$ cat src/include/tio_consts.svh
`ifndef TIO_CONSTS_SVH
`define TIO_CONSTS_SVH

////////////////////////////////////////////////////////////
// Identification and version
////////////////////////////////////////////////////////////

// ASCII "TFIO"
`define TIO_IDENT 32'h5446_494F
// Date 0, major 0, minor 1, revision 25
`define TIO_VERSION 32'h0000_0119

// Register word address width
`define TIO_WB_AW 12

// Register map, word addresses
`define TIO_ADDR_ID   12'h000
`define TIO_ADDR_VER  12'h001
`define TIO_ADDR_CTRL 12'h002
`define TIO_ADDR_STAT 12'h003

////////////////////////////////////////////////////////////
// Crate UART retiming
////////////////////////////////////////////////////////////

// Sample cycle within a bit period
`define TIO_SAMPLE_POINT 120
// Clock cycles per bit
`define TIO_BAUD_PERIOD 160
// Start, 8 data, stop
`define TIO_UART_BITS 10

`endif

$ cat src/tio_pkg.sv
package tio_pkg;

    // Register data word
    typedef logic [31:0] word_t;

    // Control register, bits 3..0
    // Packed struct lists the MSB first
    typedef struct packed {
        // Crate 3.3 V supply on
        logic enable_3v3;
        // SURFs on
        logic enable_crate;
        // Crate bus enable from software
        logic crate_en;
        // Debug port drives the crate bus
        logic hsk_local;
    } hsk_ctrl_t;

    // Status register, bits 3..0
    typedef struct packed {
        // Crate configuration pins
        logic [1:0] conf;
        // OR of software and external enable
        logic crate_en_active;
        // Registered trigger-board control
        logic tctrl_b;
    } hsk_stat_t;

endpackage

$ cat src/wb_if.sv
// Classic single-cycle Wishbone, word addressed
interface wb_if #(
    parameter int AW = 12
);
    import tio_pkg::*;

    // Bus cycle and strobe
    logic          cyc;
    logic          stb;
    // Write enable
    logic          we;
    // Word address
    logic [AW-1:0] adr;
    // Write and read data
    word_t         dat_w;
    word_t         dat_r;
    // One-cycle acknowledge from the slave
    logic          ack;

    // Bus master side
    modport master (
        output cyc, stb, we, adr, dat_w,
        input  dat_r, ack
    );

    // Register block side
    modport slave (
        input  cyc, stb, we, adr, dat_w,
        output dat_r, ack
    );

endinterface

$ cat src/uart_retime.sv
`include "tio_consts.svh"

// Rebuilds the slow open-drain crate UART line
// Each bit is sampled once at a fixed point of its period
module uart_retime (
    input  logic clk_i,
    input  logic rst_n_i,
    input  logic crate_en_i,
    input  logic rx_i,
    output logic rx_retimed_o
);

    localparam int SAMPLE_POINT = `TIO_SAMPLE_POINT;
    localparam int BAUD_PERIOD  = `TIO_BAUD_PERIOD;
    localparam int UART_BITS    = `TIO_UART_BITS;
    localparam int CNT_W        = $clog2(BAUD_PERIOD);
    localparam int BIT_W        = $clog2(UART_BITS);

    // Two-flop synchronizer
    logic             rx_meta;
    logic             rx_sync;
    // Frame in progress
    logic             busy;
    // Cycle within the current bit
    logic [CNT_W-1:0] baud_cnt;
    // Bit within the frame
    logic [BIT_W-1:0] bit_cnt;
    // Sample strobe
    logic             sample;

    assign sample = busy && (baud_cnt == CNT_W'(SAMPLE_POINT));

    ////////////////////////////////////////////////////////////
    // Synchronizer, idles high
    ////////////////////////////////////////////////////////////
    always_ff @(posedge clk_i or negedge rst_n_i) begin
        if (!rst_n_i) begin
            rx_meta <= 1'b1;
            rx_sync <= 1'b1;
        end else begin
            rx_meta <= rx_i;
            rx_sync <= rx_meta;
        end
    end

    ////////////////////////////////////////////////////////////
    // Bit timing and output register
    ////////////////////////////////////////////////////////////
    always_ff @(posedge clk_i or negedge rst_n_i) begin
        if (!rst_n_i) begin
            busy         <= 1'b0;
            baud_cnt     <= '0;
            bit_cnt      <= '0;
            rx_retimed_o <= 1'b1;
        end else if (!crate_en_i) begin
            // Crate off, line parked high
            busy         <= 1'b0;
            baud_cnt     <= '0;
            bit_cnt      <= '0;
            rx_retimed_o <= 1'b1;
        end else if (!busy) begin
            // Start bit seen, detect cycle counts as cycle 0
            if (!rx_sync) begin
                busy     <= 1'b1;
                baud_cnt <= CNT_W'(1);
            end
        end else begin
            if (baud_cnt == CNT_W'(BAUD_PERIOD - 1)) begin
                baud_cnt <= '0;
            end else begin
                baud_cnt <= baud_cnt + 1'b1;
            end
            if (sample) begin
                rx_retimed_o <= rx_sync;
                // Stop bit taken, wait for next start
                if (bit_cnt == BIT_W'(UART_BITS - 1)) begin
                    busy    <= 1'b0;
                    bit_cnt <= '0;
                end else begin
                    bit_cnt <= bit_cnt + 1'b1;
                end
            end
        end
    end

endmodule

$ cat src/uart_router.sv
// Housekeeping UART routing matrix
// All paths combinational, all idle high
module uart_router (
    input  tio_pkg::hsk_ctrl_t hsk_ctrl_i,
    input  logic               hsk_crate_en_i,
    input  logic               dbg_rx_i,
    input  logic               bm_tx_i,
    input  logic               trx_i,
    input  logic               tctrl_b_i,
    input  logic               from_surf_i,
    output logic               dbg_tx_o,
    output logic               bm_rx_o,
    output logic               f_ttx_o,
    output logic               to_surf_o,
    output logic               crate_en_o
);

    // Merged line toward the crate
    logic to_crate;
    // Trigger-board line, valid only with tctrl_b low
    logic from_turf;

    // Either software or the external pin opens the crate bus
    assign crate_en_o = hsk_ctrl_i.crate_en | hsk_crate_en_i;

    ////////////////////////////////////////////////////////////
    // Crate side
    ////////////////////////////////////////////////////////////

    assign from_turf = tctrl_b_i ? 1'b1 : trx_i;

    // Local mode hands the crate to the debug port
    assign to_crate = hsk_ctrl_i.hsk_local ? dbg_rx_i : from_turf;

    // Nothing reaches the SURFs with the crate off
    assign to_surf_o = crate_en_o ? to_crate : 1'b1;

    ////////////////////////////////////////////////////////////
    // Debug, board manager and trigger board
    ////////////////////////////////////////////////////////////

    // Debug port sees the crate in local mode, board manager otherwise
    assign dbg_tx_o = hsk_ctrl_i.hsk_local ? from_surf_i : bm_tx_i;

    // Board manager detached in local mode
    assign bm_rx_o = hsk_ctrl_i.hsk_local ? 1'b1 : dbg_rx_i;

    // Trigger board detached in local mode
    assign f_ttx_o = hsk_ctrl_i.hsk_local ? 1'b1 : from_surf_i;

endmodule

$ cat src/tio_id_regs.sv
`include "tio_consts.svh"

// Wishbone register block
// Word 0 ID, word 1 version, word 2 control, word 3 status
module tio_id_regs (
    input  logic               clk_i,
    input  logic               rst_n_i,
    wb_if.slave                wb,
    input  logic               crate_en_i,
    input  logic               tctrl_b_i,
    input  logic [1:0]         conf_i,
    output tio_pkg::hsk_ctrl_t hsk_ctrl_o
);

    import tio_pkg::*;

    // New request, ack gates the second cycle
    logic       req;
    // Registered status inputs
    logic       tctrl_b_q;
    logic [1:0] conf_q;
    // Status word as seen now
    hsk_stat_t  stat;
    // Read mux output
    word_t      rd_data;

    assign req = wb.cyc && wb.stb && !wb.ack;

    assign stat.conf            = conf_q;
    assign stat.crate_en_active = crate_en_i;
    assign stat.tctrl_b         = tctrl_b_q;

    ////////////////////////////////////////////////////////////
    // Address decode
    ////////////////////////////////////////////////////////////
    always_comb begin
        case (wb.adr)
            `TIO_ADDR_ID:   rd_data = `TIO_IDENT;
            `TIO_ADDR_VER:  rd_data = `TIO_VERSION;
            `TIO_ADDR_CTRL: rd_data = word_t'(hsk_ctrl_o);
            `TIO_ADDR_STAT: rd_data = word_t'(stat);
            // Unused space reads zero
            default:        rd_data = '0;
        endcase
    end

    ////////////////////////////////////////////////////////////
    // Handshake and control register
    ////////////////////////////////////////////////////////////
    always_ff @(posedge clk_i or negedge rst_n_i) begin
        if (!rst_n_i) begin
            wb.ack     <= 1'b0;
            hsk_ctrl_o <= '0;
        end else begin
            // One-cycle ack per request
            wb.ack <= req;
            // Only control is writable, others ack and drop
            if (req && wb.we && (wb.adr == `TIO_ADDR_CTRL)) begin
                hsk_ctrl_o <= hsk_ctrl_t'(wb.dat_w[3:0]);
            end
        end
    end

    // Read data valid with ack
    always_ff @(posedge clk_i) begin
        if (req) begin
            wb.dat_r <= rd_data;
        end
    end

    ////////////////////////////////////////////////////////////
    // Status input registers
    ////////////////////////////////////////////////////////////

    // Pins are asynchronous to init_clk
    always_ff @(posedge clk_i) begin
        tctrl_b_q <= tctrl_b_i;
        conf_q    <= conf_i;
    end

endmodule

$ cat src/tio_hsk_top.sv
`include "tio_consts.svh"

// Housekeeping serial routing of the crate interface
module tio_hsk_top (
    input  logic                  init_clk,
    input  logic                  rst_n_i,
    // Wishbone slave port
    input  logic                  wb_cyc_i,
    input  logic                  wb_stb_i,
    input  logic                  wb_we_i,
    input  logic [`TIO_WB_AW-1:0] wb_adr_i,
    input  logic [31:0]           wb_dat_i,
    output logic [31:0]           wb_dat_o,
    output logic                  wb_ack_o,
    // Debug port
    input  logic                  dbg_rx_i,
    output logic                  dbg_tx_o,
    // Board manager
    input  logic                  bm_tx_i,
    output logic                  bm_rx_o,
    // Trigger board
    input  logic                  trx_i,
    output logic                  f_ttx_o,
    input  logic                  tctrl_b_i,
    // Crate bus, SURF side
    input  logic                  surf_tx_i,
    output logic                  surf_rx_o,
    // Crate and supplies
    input  logic                  hsk_crate_en_i,
    input  logic [1:0]            conf_i,
    output logic                  enable_crate_o,
    output logic                  enable_3v3_o
);

    import tio_pkg::*;

    // Control bits from the register block
    hsk_ctrl_t hsk_ctrl;
    // Effective crate enable
    logic      crate_en;
    // Retimed crate line
    logic      uart_from_surf;

    wb_if #(.AW(`TIO_WB_AW)) wb_bus ();

    ////////////////////////////////////////////////////////////
    // Bus master side from the pins
    ////////////////////////////////////////////////////////////
    assign wb_bus.cyc   = wb_cyc_i;
    assign wb_bus.stb   = wb_stb_i;
    assign wb_bus.we    = wb_we_i;
    assign wb_bus.adr   = wb_adr_i;
    assign wb_bus.dat_w = wb_dat_i;
    assign wb_dat_o     = wb_bus.dat_r;
    assign wb_ack_o     = wb_bus.ack;

    // Supply and SURF enables straight from control
    assign enable_crate_o = hsk_ctrl.enable_crate;
    assign enable_3v3_o   = hsk_ctrl.enable_3v3;

    tio_id_regs u_regs (
        .clk_i      (init_clk),
        .rst_n_i    (rst_n_i),
        .wb         (wb_bus.slave),
        .crate_en_i (crate_en),
        .tctrl_b_i  (tctrl_b_i),
        .conf_i     (conf_i),
        .hsk_ctrl_o (hsk_ctrl)
    );

    uart_router u_router (
        .hsk_ctrl_i     (hsk_ctrl),
        .hsk_crate_en_i (hsk_crate_en_i),
        .dbg_rx_i       (dbg_rx_i),
        .bm_tx_i        (bm_tx_i),
        .trx_i          (trx_i),
        .tctrl_b_i      (tctrl_b_i),
        .from_surf_i    (uart_from_surf),
        .dbg_tx_o       (dbg_tx_o),
        .bm_rx_o        (bm_rx_o),
        .f_ttx_o        (f_ttx_o),
        .to_surf_o      (surf_rx_o),
        .crate_en_o     (crate_en)
    );

    uart_retime u_retime (
        .clk_i        (init_clk),
        .rst_n_i      (rst_n_i),
        .crate_en_i   (crate_en),
        .rx_i         (surf_tx_i),
        .rx_retimed_o (uart_from_surf)
    );

endmodule

$ cat config.mk
export PLATFORM = sky130hd
export DESIGN_NAME = tio_hsk_top
export DESIGN_NICKNAME = d
export VERILOG_FILES = /design/src/tio_pkg.sv /design/src/wb_if.sv /design/src/uart_retime.sv /design/src/uart_router.sv /design/src/tio_id_regs.sv /design/src/tio_hsk_top.sv
export VERILOG_INCLUDE_DIRS = /design/src /design/src/include
export SDC_FILE = /design/constraint.sdc
export NUM_CORES = 1
export LEC_CHECK = 0
export ABC_CLOCK_PERIOD_IN_PS = 3600
export BUFFER_PORTS_ARGS = -buffer_cell sky130_fd_sc_hd__buf_2
export CORE_UTILIZATION = 48
export DETAILED_ROUTE_END_ITERATION = 7
export GPL_TIMING_DRIVEN = 0
export PLACE_DENSITY = 0.86
export SKIP_CTS_REPAIR_TIMING = 1
export SYNTH_ARGS = -nofsm -noshare
export SYNTH_HDL_FRONTEND = slang
export SYNTH_SLANG_ARGS = --single-unit
$ cat constraint.sdc
create_clock -name init_clk -period 3.6 [get_ports init_clk]
set_input_delay 1.08 -clock init_clk [delete_from_list [all_inputs] [get_ports init_clk]]
set_output_delay 1.08 -clock init_clk [all_outputs]
set_load 0.01 [all_outputs]
==> impl_metrics.json, run 1 <==
{
  "post-route-util": 0.633,
  "postSynthAreaPerCell_sq_um": 10.2,
  "clock-root-buffer": "sky130_fd_sc_hd__clkbuf_4",
  "p_leak_uw": 0.00109,
  "gp_routability_congestion": 0.803,
  "ys_async_sr_fraction": 0.677,
  "worst-setup-path-type": "input pin to output port",
  "gate_count_of_the_mapped_netlist": 169,
  "clock_sink_count": 31,
  "netlist_area_sq_um": 1730,
  "io_pins": 96,
  "vias": 1389,
  "tightest_slew_ps": 521,
  "setup_viol": 0,
  "std_cell_rows": 21,
  "tritoncts": "built",
  "cts.reportedPaths.clkPinSlew_ps": 100,
  "dp_cells": 279,
  "yosysUniqueCellTypes": 44,
  "die_w_microns": 62.0,
  "cellPowerDensity_nw_per_um2": 306,
  "yosys_warnings": 0,
  "hpwl_mm": 2.50,
  "grt_use_total": 0.200,
  "layout_worst_path_cycle_share": 0.744,
  "synth_top_flop_cell": "sky130_fd_sc_hd__dfrtp_1",
  "worst-endpoint-arrival_ps": 1600,
  "antenna_violating_nets_remaining": 0,
  "yosys_register_bits": 31,
  "wire_length_of_the_first_global_routing_pass_mm": 5.42,
  "hold_crit_path_type": "flip-flop to flip-flop",
  "grt_setup_unrepaired": "false",
  "final_slew_viol_count": 0,
  "global_route.overflow_total": 0,
  "remaining_design_rule_violation_count": 0,
  "cap_violations": 0,
  "yosysSeqAreaShare": 0.462,
  "timing.final.crit_period_ps": 2680,
  "timing.critical_path.fanout_max": 2,
  "critPathCaptureType": "output port",
  "synthDominantCellAreaShare": 0.260,
  "worst_clock_skew_on_the_final_layout_ps": 18.3,
  "finalHoldViolCount": 0,
  "timing.final.ws_setup_ps": 921,
  "routed_vias_inst": 4.84,
  "port_buffers": 48,
  "startpoint_type": "input pin",
  "synth_top_cells_by_count": "sky130_fd_sc_hd__buf_4 (26), sky130_fd_sc_hd__dfrtp_1 (18), sky130_fd_sc_hd__nor2_1 (16)",
  "synthTopCellsByArea": "sky130_fd_sc_hd__dfrtp_1 (26%), sky130_fd_sc_hd__edfxtp_1 (12%), sky130_fd_sc_hd__buf_4 (11%), sky130_fd_sc_hd__dfstp_2 (4.6%), sky130_fd_sc_hd__dfxtp_1 (3.5%)",
  "areaGrowthSynthToFinish_pct": 24.0,
  "dieHeight_microns": 62.0,
  "final_layout_size_suffix_gt1_frac": 0.415,
  "routed_wire_length_per_instance_microns": 11.4,
  "cp.required_ps": 2520,
  "dp_worst_setup_slack_ps": 915,
  "synthMostInstantiatedCell": "sky130_fd_sc_hd__buf_4",
  "cts.htree.levels": 2,
  "worst_slew_margin_rel": 0.651,
  "setup_tns_final_ps": 0,
  "layout.nets": 301,
  "aggregate_routed_wire_length_mm": 3.26,
  "max_freq_mhz": 373,
  "cts_buffers": 5,
  "largest_net_degree_at_the_start_of_global_routing": 22,
  "clock_insertion_delay_worst_skew_ps": 350,
  "initialDrtViolationCount": 44,
  "setup_slack_of_the_worst_register_to_register_path_ps": 1960,
  "grt_antenna_before_repair": 0,
  "number_of_global_route_vias_before_repair": 1257,
  "run_status": "completed",
  "synth_top_area_cell": "sky130_fd_sc_hd__dfrtp_1",
  "power.ir.vdd_worst_mv": 0.240,
  "core_sq_um": 3390,
  "detail_route.first_pass.iterations": 4,
  "fp.dieArea_sq_um": 3850,
  "initial_utilization": 0.510,
  "number_of_enable_type_register_cells_in_the_synthesized_netlist": 7,
  "layoutNonFillerInstCount": 287,
  "antennaDiodeCount": 0,
  "ctsLongestPathBuffers": 2
}
==> critical path, cell delays in order <==
cell	delay [ps]
sky130_fd_sc_hd__buf_2	100
sky130_fd_sc_hd__nor3_1	180
sky130_fd_sc_hd__o22ai_1	90
sky130_fd_sc_hd__buf_2	150
==> cell families (layout without fill, tap and decap cells) <==
family                     after synthesis  in the layout  share of synthesized area
and+or+nand+nor                         56             56                      0.187
buffers and inverters                   34             90                      0.132
muxes                                    9              9                     0.0644
DFF                                     31             31                      0.462
adders and majority gates                4              4                     0.0289
other                                    1             17                    0.00217
AOI/OAI and AO/OA                       34             34                      0.124
==> registers in the layout (all words and copies together) (netlist names) <==
name and count:
u_retime.baud_cnt 8, u_regs.wb.dat_r 7, u_regs.hsk_ctrl_o 4, u_retime.bit_cnt 4, u_regs.conf_q 2, u_regs.tctrl_b_q 1
u_regs.wb.ack 1, u_retime.busy 1, u_retime.rx_meta 1, u_retime.rx_retimed_o 1, u_retime.rx_sync 1
==> per-layer routing <==
metal  global-route usage  wire [microns]  vias up
met1                0.251            1440      633
met4                0.121              74        0
met3               0.0393             174        8
met2                0.321            1570       56
li1                     -               -      692
met5                    0               0        -
==> layout by cell type (no fill, tap or decap), drive strengths merged, types with 3 or more instances in the layout <==
master,instances
ha,4
nand3,7
mux2i,4
clkbuf,5
nor3,3
dfstp,3
edfxtp,7
buf,76
dfrtp,18
nor2,18
nand2,10
conb,17
a21oi,9
dfxtp,3
and2,3
o21ai,10
a211oi,3
nor2b,3
mux2,5
inv,6
==> path summary, 6_finish.rpt <==
| check | start | endpoint | cells after the start |
|---|---|---|---|
| min in group asynchronous | rst_n_i | u_retime.bit_cnt[3] | 1 |
| max | tctrl_b_i | surf_rx_o | 4 |
| min | u_retime.rx_meta | u_retime.rx_sync | 0 |
| max in group asynchronous | rst_n_i | u_retime.rx_meta | 1 |
| max reg2reg | u_retime.baud_cnt[0] | u_retime.baud_cnt[3] | 5 |
| min reg2reg | u_retime.rx_meta | u_retime.rx_sync | 0 |
==> area by class of cell <==
class                           count  area, sq um
Sequential cell                    31          800
Fill cell                         283         1240
Inverter                            6         22.5
Buffer                             28          205
Clock inverter                      3         20.0
Tap cell                           46         57.6
Multi-Input combinational cell    120          762
Clock buffer                        5         37.5
Timing Repair Buffer               48          240
==> through the flow <==
| step | cell area [sq um] | power, uW | hold WS (ps) |
|---|---|---|---|
| detailed placement | 2090 | 460 | 349 |
| CTS | 2140 | 662 | 364 |
| global placement | 2090 | 458 | 346 |
| finish | 2140 | 655 | 363 |
| global route | 2140 | 695 | 371 |
| floorplan | 1790 | 428 | 345 |
==> where the power goes <==
group / internal [uW] / switching [uW]
sequential: 367 / 5.90
combinational: 37.9 / 42.6
clock: 74.4 / 128
(Power assumes the default switching activity.)
==> run 2: changes to the inputs <==
--- a/config.mk
+++ b/config.mk
@@ -6,12 +6,12 @@
 export SDC_FILE = /design/constraint.sdc
 export NUM_CORES = 1
 export LEC_CHECK = 0
-export ABC_CLOCK_PERIOD_IN_PS = 3600
+export ABC_CLOCK_PERIOD_IN_PS = 2500
 export BUFFER_PORTS_ARGS = -buffer_cell sky130_fd_sc_hd__buf_2
-export CORE_UTILIZATION = 48
+export CORE_UTILIZATION = 44
 export DETAILED_ROUTE_END_ITERATION = 7
 export GPL_TIMING_DRIVEN = 0
-export PLACE_DENSITY = 0.86
+export PLACE_DENSITY = 0.79
 export SKIP_CTS_REPAIR_TIMING = 1
 export SYNTH_ARGS = -nofsm -noshare
 export SYNTH_HDL_FRONTEND = slang
==> constraint.sdc (replaced) <==
create_clock -name init_clk -period 2.5 [get_ports init_clk]
set_input_delay 0.75 -clock init_clk [delete_from_list [all_inputs] [get_ports init_clk]]
set_output_delay 0.75 -clock init_clk [all_outputs]
set_load 0.01 [all_outputs]
==> run 2 against run 1 <==
Via count decreased by 2.2%. Sequential power increased by 44%. Final cell count increased by 0.70%. Critical endpoint is now dbg_tx_o. Largest power group is now the clock network.
==> impl_metrics.json, run 2 (synthesis gave the netlist of run 1 again) <==
{
  "final_slew_viol_count": 0,
  "power.ir.vdd_worst_mv": 0.355,
  "antennaDiodeCount": 0,
  "fillerInstances": 326,
  "port_buffers": 48,
  "layout.cells.most_common_list": "sky130_fd_sc_hd__buf_2 (50), sky130_fd_sc_hd__buf_4 (26), sky130_fd_sc_hd__dfrtp_1 (18)",
  "antenna_violating_nets_remaining": 0,
  "largest_net_degree_at_the_start_of_global_routing": 22,
  "largest_reg_flops": 8,
  "worst-endpoint-arrival_ps": 1280,
  "ctsLongestPathBuffers": 2,
  "final_layout_size_suffix_gt1_frac": 0.411,
  "cts.htree.levels": 2,
  "timing.final.crit_period_ps": 2030,
  "clock_insertion_delay_worst_skew_ps": 280,
  "setup_viol": 0,
  "aggregate_routed_wire_length_mm": 3.20,
  "hpwl_mm": 2.49,
  "largestRegisters": "u_retime.baud_cnt x8, u_regs.wb.dat_r x7",
  "grt_use_total": 0.171,
  "gp_routability_congestion": 0.774,
  "max_freq_mhz": 493,
  "timing.critical_path.fanout_max": 7,
  "global_route.overflow_total": 0,
  "vias": 1359,
  "whs_ps": 361,
  "run_status": "completed",
  "regMostFlops": "u_retime.baud_cnt",
  "remaining_design_rule_violation_count": 0,
  "p_leak_uw": 0.00113,
  "worst_reg2reg_path_length_in_cells": 5,
  "cts.reportedPaths.clkPinSlew_ps": 60,
  "routed_vias_inst": 4.70,
  "std_cell_rows": 22,
  "worstHoldPathCells": 0,
  "core_sq_um": 3720,
  "cp.required_ps": 1750,
  "cts_buffers": 5,
  "detail_route.first_pass.iterations": 4,
  "io_pins": 96,
  "dieHeight_microns": 64.7,
  "layout_worst_path_cycle_share": 0.812,
  "critPathCaptureType": "output port",
  "cellPowerDensity_nw_per_um2": 554,
  "most_common_library_cell_in_the_layout_ignoring_fill_and_taps": "sky130_fd_sc_hd__buf_2",
  "grt_antenna_before_repair": 0,
  "cap_violations": 0,
  "die_w_microns": 64.7,
  "tightest_slew_ps": 532,
  "hold_crit_path_type": "flip-flop to flip-flop",
  "areaGrowthSynthToFinish_pct": 28.5,
  "grt_setup_unrepaired": "false",
  "fp.dieArea_sq_um": 4180,
  "routed_wire_length_per_instance_microns": 11.1,
  "clock_sink_count": 31,
  "worst_slew_margin_rel": 0.643,
  "worst-setup-path-type": "flip-flop to output port",
  "tritoncts": "built",
  "worst_clock_skew_on_the_final_layout_ps": 3.47,
  "clock-root-buffer": "sky130_fd_sc_hd__clkbuf_8",
  "setup_tns_final_ps": 0,
  "initial_utilization": 0.465,
  "layout.nets": 301,
  "initialDrtViolationCount": 53,
  "setup_slack_of_the_worst_register_to_register_path_ps": 880,
  "wire_length_of_the_first_global_routing_pass_mm": 5.45,
  "startpoint_type": "flip-flop",
  "finalHoldViolCount": 0,
  "number_of_global_route_vias_before_repair": 1290
}
## run 2: metrics by stage
stage | instances | cell area, sq um | util | worst slack [ps] | power, uW
floorplan | 185 | 1790 | - | 675 | 617
global placement | 281 | 2090 | 0.562 | 476 | 660
finish | 289 | 2220 | 0.598 | 470 | 1230
global route | 289 | 2220 | 0.598 | 432 | 1280
CTS | 289 | 2220 | 0.598 | 465 | 1250
detailed placement | 281 | 2090 | 0.562 | 437 | 663
## run 2: area by class of cell
type / count / area (sq um) / share of cell area
Multi-Input combinational cell: 120 / 762 / 0.343
Clock inverter: 2 / 60.1 / 0.0270
Sequential cell: 31 / 800 / 0.360
Timing Repair Buffer: 48 / 240 / 0.108
Clock buffer: 6 / 72.6 / 0.0327
Buffer: 28 / 205 / 0.0923
Inverter: 6 / 22.5 / 0.0101
Tap cell: 48 / 60.1 / 0.0270
## run 2: metal layers
metal  vias up  track usage  share of wire
li1        696            -              -
met1       618        0.200           0.43
met2        41        0.293           0.50
met3         4       0.0440          0.048
met4         0       0.0722          0.015
met5         -            0              0
## run 2: power by group
group / total [uW] / switching, uW / internal (uW)
clock: 578 / 180 / 398
sequential: 537 / 8.67 / 529
combinational: 115 / 60.3 / 54.6
## run 2: path summary, 6_finish.rpt
kind | start | to
worst max-delay path | u_regs.hsk_ctrl_o[0] | dbg_tx_o
worst min-delay path | u_retime.rx_meta | u_retime.rx_sync
worst max register to register | u_retime.baud_cnt[0] | u_retime.baud_cnt[3]
worst min register to register | u_retime.rx_meta | u_retime.rx_sync
max in group asynchronous | rst_n_i | u_retime.rx_sync
min in group asynchronous | rst_n_i | u_retime.baud_cnt[6]
## run 2: critical path, cell delays in order (launching register included)
cell and delay [ps]:
sky130_fd_sc_hd__dfrtp_1 500, sky130_fd_sc_hd__mux2_2 370, sky130_fd_sc_hd__buf_2 140
==> run 3: changes to the inputs <==
--- a/config.mk
+++ b/config.mk
@@ -6,12 +6,12 @@
 export SDC_FILE = /design/constraint.sdc
 export NUM_CORES = 1
 export LEC_CHECK = 0
-export ABC_CLOCK_PERIOD_IN_PS = 2500
+export ABC_CLOCK_PERIOD_IN_PS = 1700
 export BUFFER_PORTS_ARGS = -buffer_cell sky130_fd_sc_hd__buf_2
-export CORE_UTILIZATION = 44
+export CORE_UTILIZATION = 40
 export DETAILED_ROUTE_END_ITERATION = 7
 export GPL_TIMING_DRIVEN = 0
-export PLACE_DENSITY = 0.79
+export PLACE_DENSITY = 0.76
 export SKIP_CTS_REPAIR_TIMING = 1
 export SYNTH_ARGS = -nofsm -noshare
 export SYNTH_HDL_FRONTEND = slang
==> constraint.sdc (replaced) <==
create_clock -name init_clk -period 1.7 [get_ports init_clk]
set_input_delay 0.51 -clock init_clk [delete_from_list [all_inputs] [get_ports init_clk]]
set_output_delay 0.51 -clock init_clk [all_outputs]
set_load 0.01 [all_outputs]
==> run 3 against run 2 <==
The run now ends with setup timing left. Critical path depth unchanged. Register-to-register slack got worse by 790 ps. First-iteration DRC count decreased by 51%. Clock power increased by 23%. Global-route usage decreased by 1.5 points. Design area increased by 0.90%. Combinational power increased by 51%.
==> impl_metrics.json, run 3 (synthesis gave the netlist of run 1 again) <==
{
  "largestRegisters": "u_retime.baud_cnt x8, u_regs.wb.dat_r x7",
  "vias": 1380,
  "clkPwrFrac": 0.424,
  "dieHeight_microns": 67.8,
  "layout.nets": 301,
  "final_layout_size_suffix_gt1_frac": 0.436,
  "most_common_library_cell_in_the_layout_ignoring_fill_and_taps": "sky130_fd_sc_hd__buf_2",
  "pwr-share-seq": 0.472,
  "number_of_global_route_vias_before_repair": 1180,
  "fillerInstances": 364,
  "largest_reg_flops": 8,
  "std_cell_rows": 23,
  "max_freq_mhz": 585,
  "hold_crit_path_type": "input pin to async pin",
  "cap_violations": 0,
  "hpwl_mm": 2.46,
  "detail_route.first_pass.iterations": 4,
  "ctsLongestPathBuffers": 2,
  "regMostFlops": "u_retime.baud_cnt",
  "cts.reportedPaths.clkPinSlew_ps": 60,
  "tritoncts": "built",
  "fp.dieArea_sq_um": 4590,
  "grt_setup_unrepaired": "true",
  "post-route-util": 0.549,
  "timing.critical_path.fanout_max": 7,
  "finalHoldViolCount": 0,
  "run_status": "finished with violations",
  "aggregate_routed_wire_length_mm": 3.24,
  "net-switching-power_uw": 377,
  "routed_wire_length_per_instance_microns": 11.1,
  "port_buffers": 48,
  "final_slew_viol_count": 0,
  "io_pins": 96,
  "wire_length_of_the_first_global_routing_pass_mm": 5.18,
  "power.share.switching": 0.225,
  "cp.required_ps": 1190,
  "dp_cells": 283,
  "worst-endpoint-arrival_ps": 1200,
  "cts_buffers": 5,
  "setup_viol": 2,
  "critPathCaptureType": "output port",
  "clock_sink_count": 31,
  "crit_chain": "or2_2 -> buf_2",
  "die_w_microns": 67.8,
  "grt_antenna_before_repair": 0,
  "global_route.overflow_total": 0,
  "timing.final.ws_setup_ps": -10.4,
  "worst-setup-path-type": "flip-flop to output port",
  "clock-root-buffer": "sky130_fd_sc_hd__clkbuf_8",
  "violations": "setup timing",
  "critical_path.top_delay_family": "flip-flops",
  "gp_routability_congestion": 0.896,
  "cellPowerDensity_nw_per_um2": 746,
  "remaining_design_rule_violation_count": 0,
  "intPower_uw": 1300,
  "largest_net_degree_at_the_start_of_global_routing": 22,
  "max_stage_delay_ps": 480,
  "grt_use_total": 0.155,
  "layoutNonFillerInstCount": 291,
  "worst_slew_margin_rel": 0.628,
  "core_sq_um": 4090,
  "initial_utilization": 0.423,
  "layout.cells.most_common_list": "sky130_fd_sc_hd__buf_2 (49), sky130_fd_sc_hd__buf_4 (26), sky130_fd_sc_hd__conb_1 (17), sky130_fd_sc_hd__dfrtp_1 (17), sky130_fd_sc_hd__nor2_1 (16)",
  "areaGrowthSynthToFinish_pct": 29.7,
  "routed_vias_inst": 4.74,
  "p_comb_frac": 0.104,
  "timing.final.crit_period_ps": 1710,
  "cts.htree.levels": 2,
  "antenna_violating_nets_remaining": 0,
  "power.ir.vdd_worst_mv": 0.419,
  "antennaDiodeCount": 0,
  "worst_clock_skew_on_the_final_layout_ps": 5.78,
  "buffering_stage_count_on_the_worst_path_with_inverters_included": 1,
  "layout_worst_path_cycle_share": 1.01,
  "slowest_stage": "sky130_fd_sc_hd__dfrtp_2",
  "clock_insertion_delay_worst_skew_ps": 280,
  "initialDrtViolationCount": 26,
  "p_leak_uw": 0.00113,
  "startpoint_type": "flip-flop",
  "tightest_slew_ps": 555
}
[run 3: cell types whose count changed in the layout (fill, tap and decap cells not counted), sizes merged]
cell	delta
bufinv	-1
clkinv	+2
clkbuf	-1
[run 3: stage by stage]
stage                     setup TNS, ps  setup slack (ps)  hold slack (ps)  instance area, sq um  power, uW
after global routing              -84.4             -42.8              218                  2240       1740
after CTS                          -217              -104              190                  2200       1680
after global placement             -303             -76.6              346                  2090        971
after floorplan                       0               115              214                  1790        907
final                             -20.1             -10.4              180                  2240       1670
after detailed placement           -374             -99.4              351                  2090        974
[run 3: layout make-up]
| cell class | instances | area [sq um] | area share |
|---|---|---|---|
| flip-flops and latches | 31 | 801 | 0.357 |
| multi-input cells | 120 | 792 | 0.353 |
| repair buffers | 48 | 246 | 0.110 |
| plain buffers | 28 | 205 | 0.0915 |
| clock buffers | 5 | 68.8 | 0.0307 |
| well taps | 50 | 62.6 | 0.0279 |
| clock inverters | 3 | 43.8 | 0.0195 |
| inverters | 6 | 22.5 | 0.0100 |
[run 3: per-layer routing]
layer	up-vias	routed length (microns)	global-route usage
met5	-	0	0
met4	0	77	0.104
met3	6	155	0.0253
met2	50	1560	0.252
met1	629	1450	0.188
li1	695	-	-
[run 3: power groups by stage]
stage | Sequential [uW] | Clock [uW] | Combinational, uW
5_1_grt | 791 | 754 | 198
4_1_cts | 790 | 724 | 170
2_1_floorplan | 804 | 0 | 103
3_3_place_gp | 804 | 0 | 167
3_5_place_dp | 804 | 0 | 170
6_report | 790 | 709 | 174
[run 3: path summary, 6_finish.rpt]
check | start | end | slack (ps) | depth (start not counted)
setup / recovery | u_regs.hsk_ctrl_o[0] | bm_rx_o | -10 | 2
hold / removal | rst_n_i | u_retime.baud_cnt[6] | 180 | 1
setup reg to reg | u_retime.baud_cnt[0] | u_retime.bit_cnt[3] | 90 | 7
hold reg to reg | u_retime.rx_meta | u_retime.rx_sync | 350 | 0
max in group asynchronous | rst_n_i | u_retime.rx_meta | 1160 | 1
min in group init_clk | surf_tx_i | u_retime.rx_meta | 330 | 1
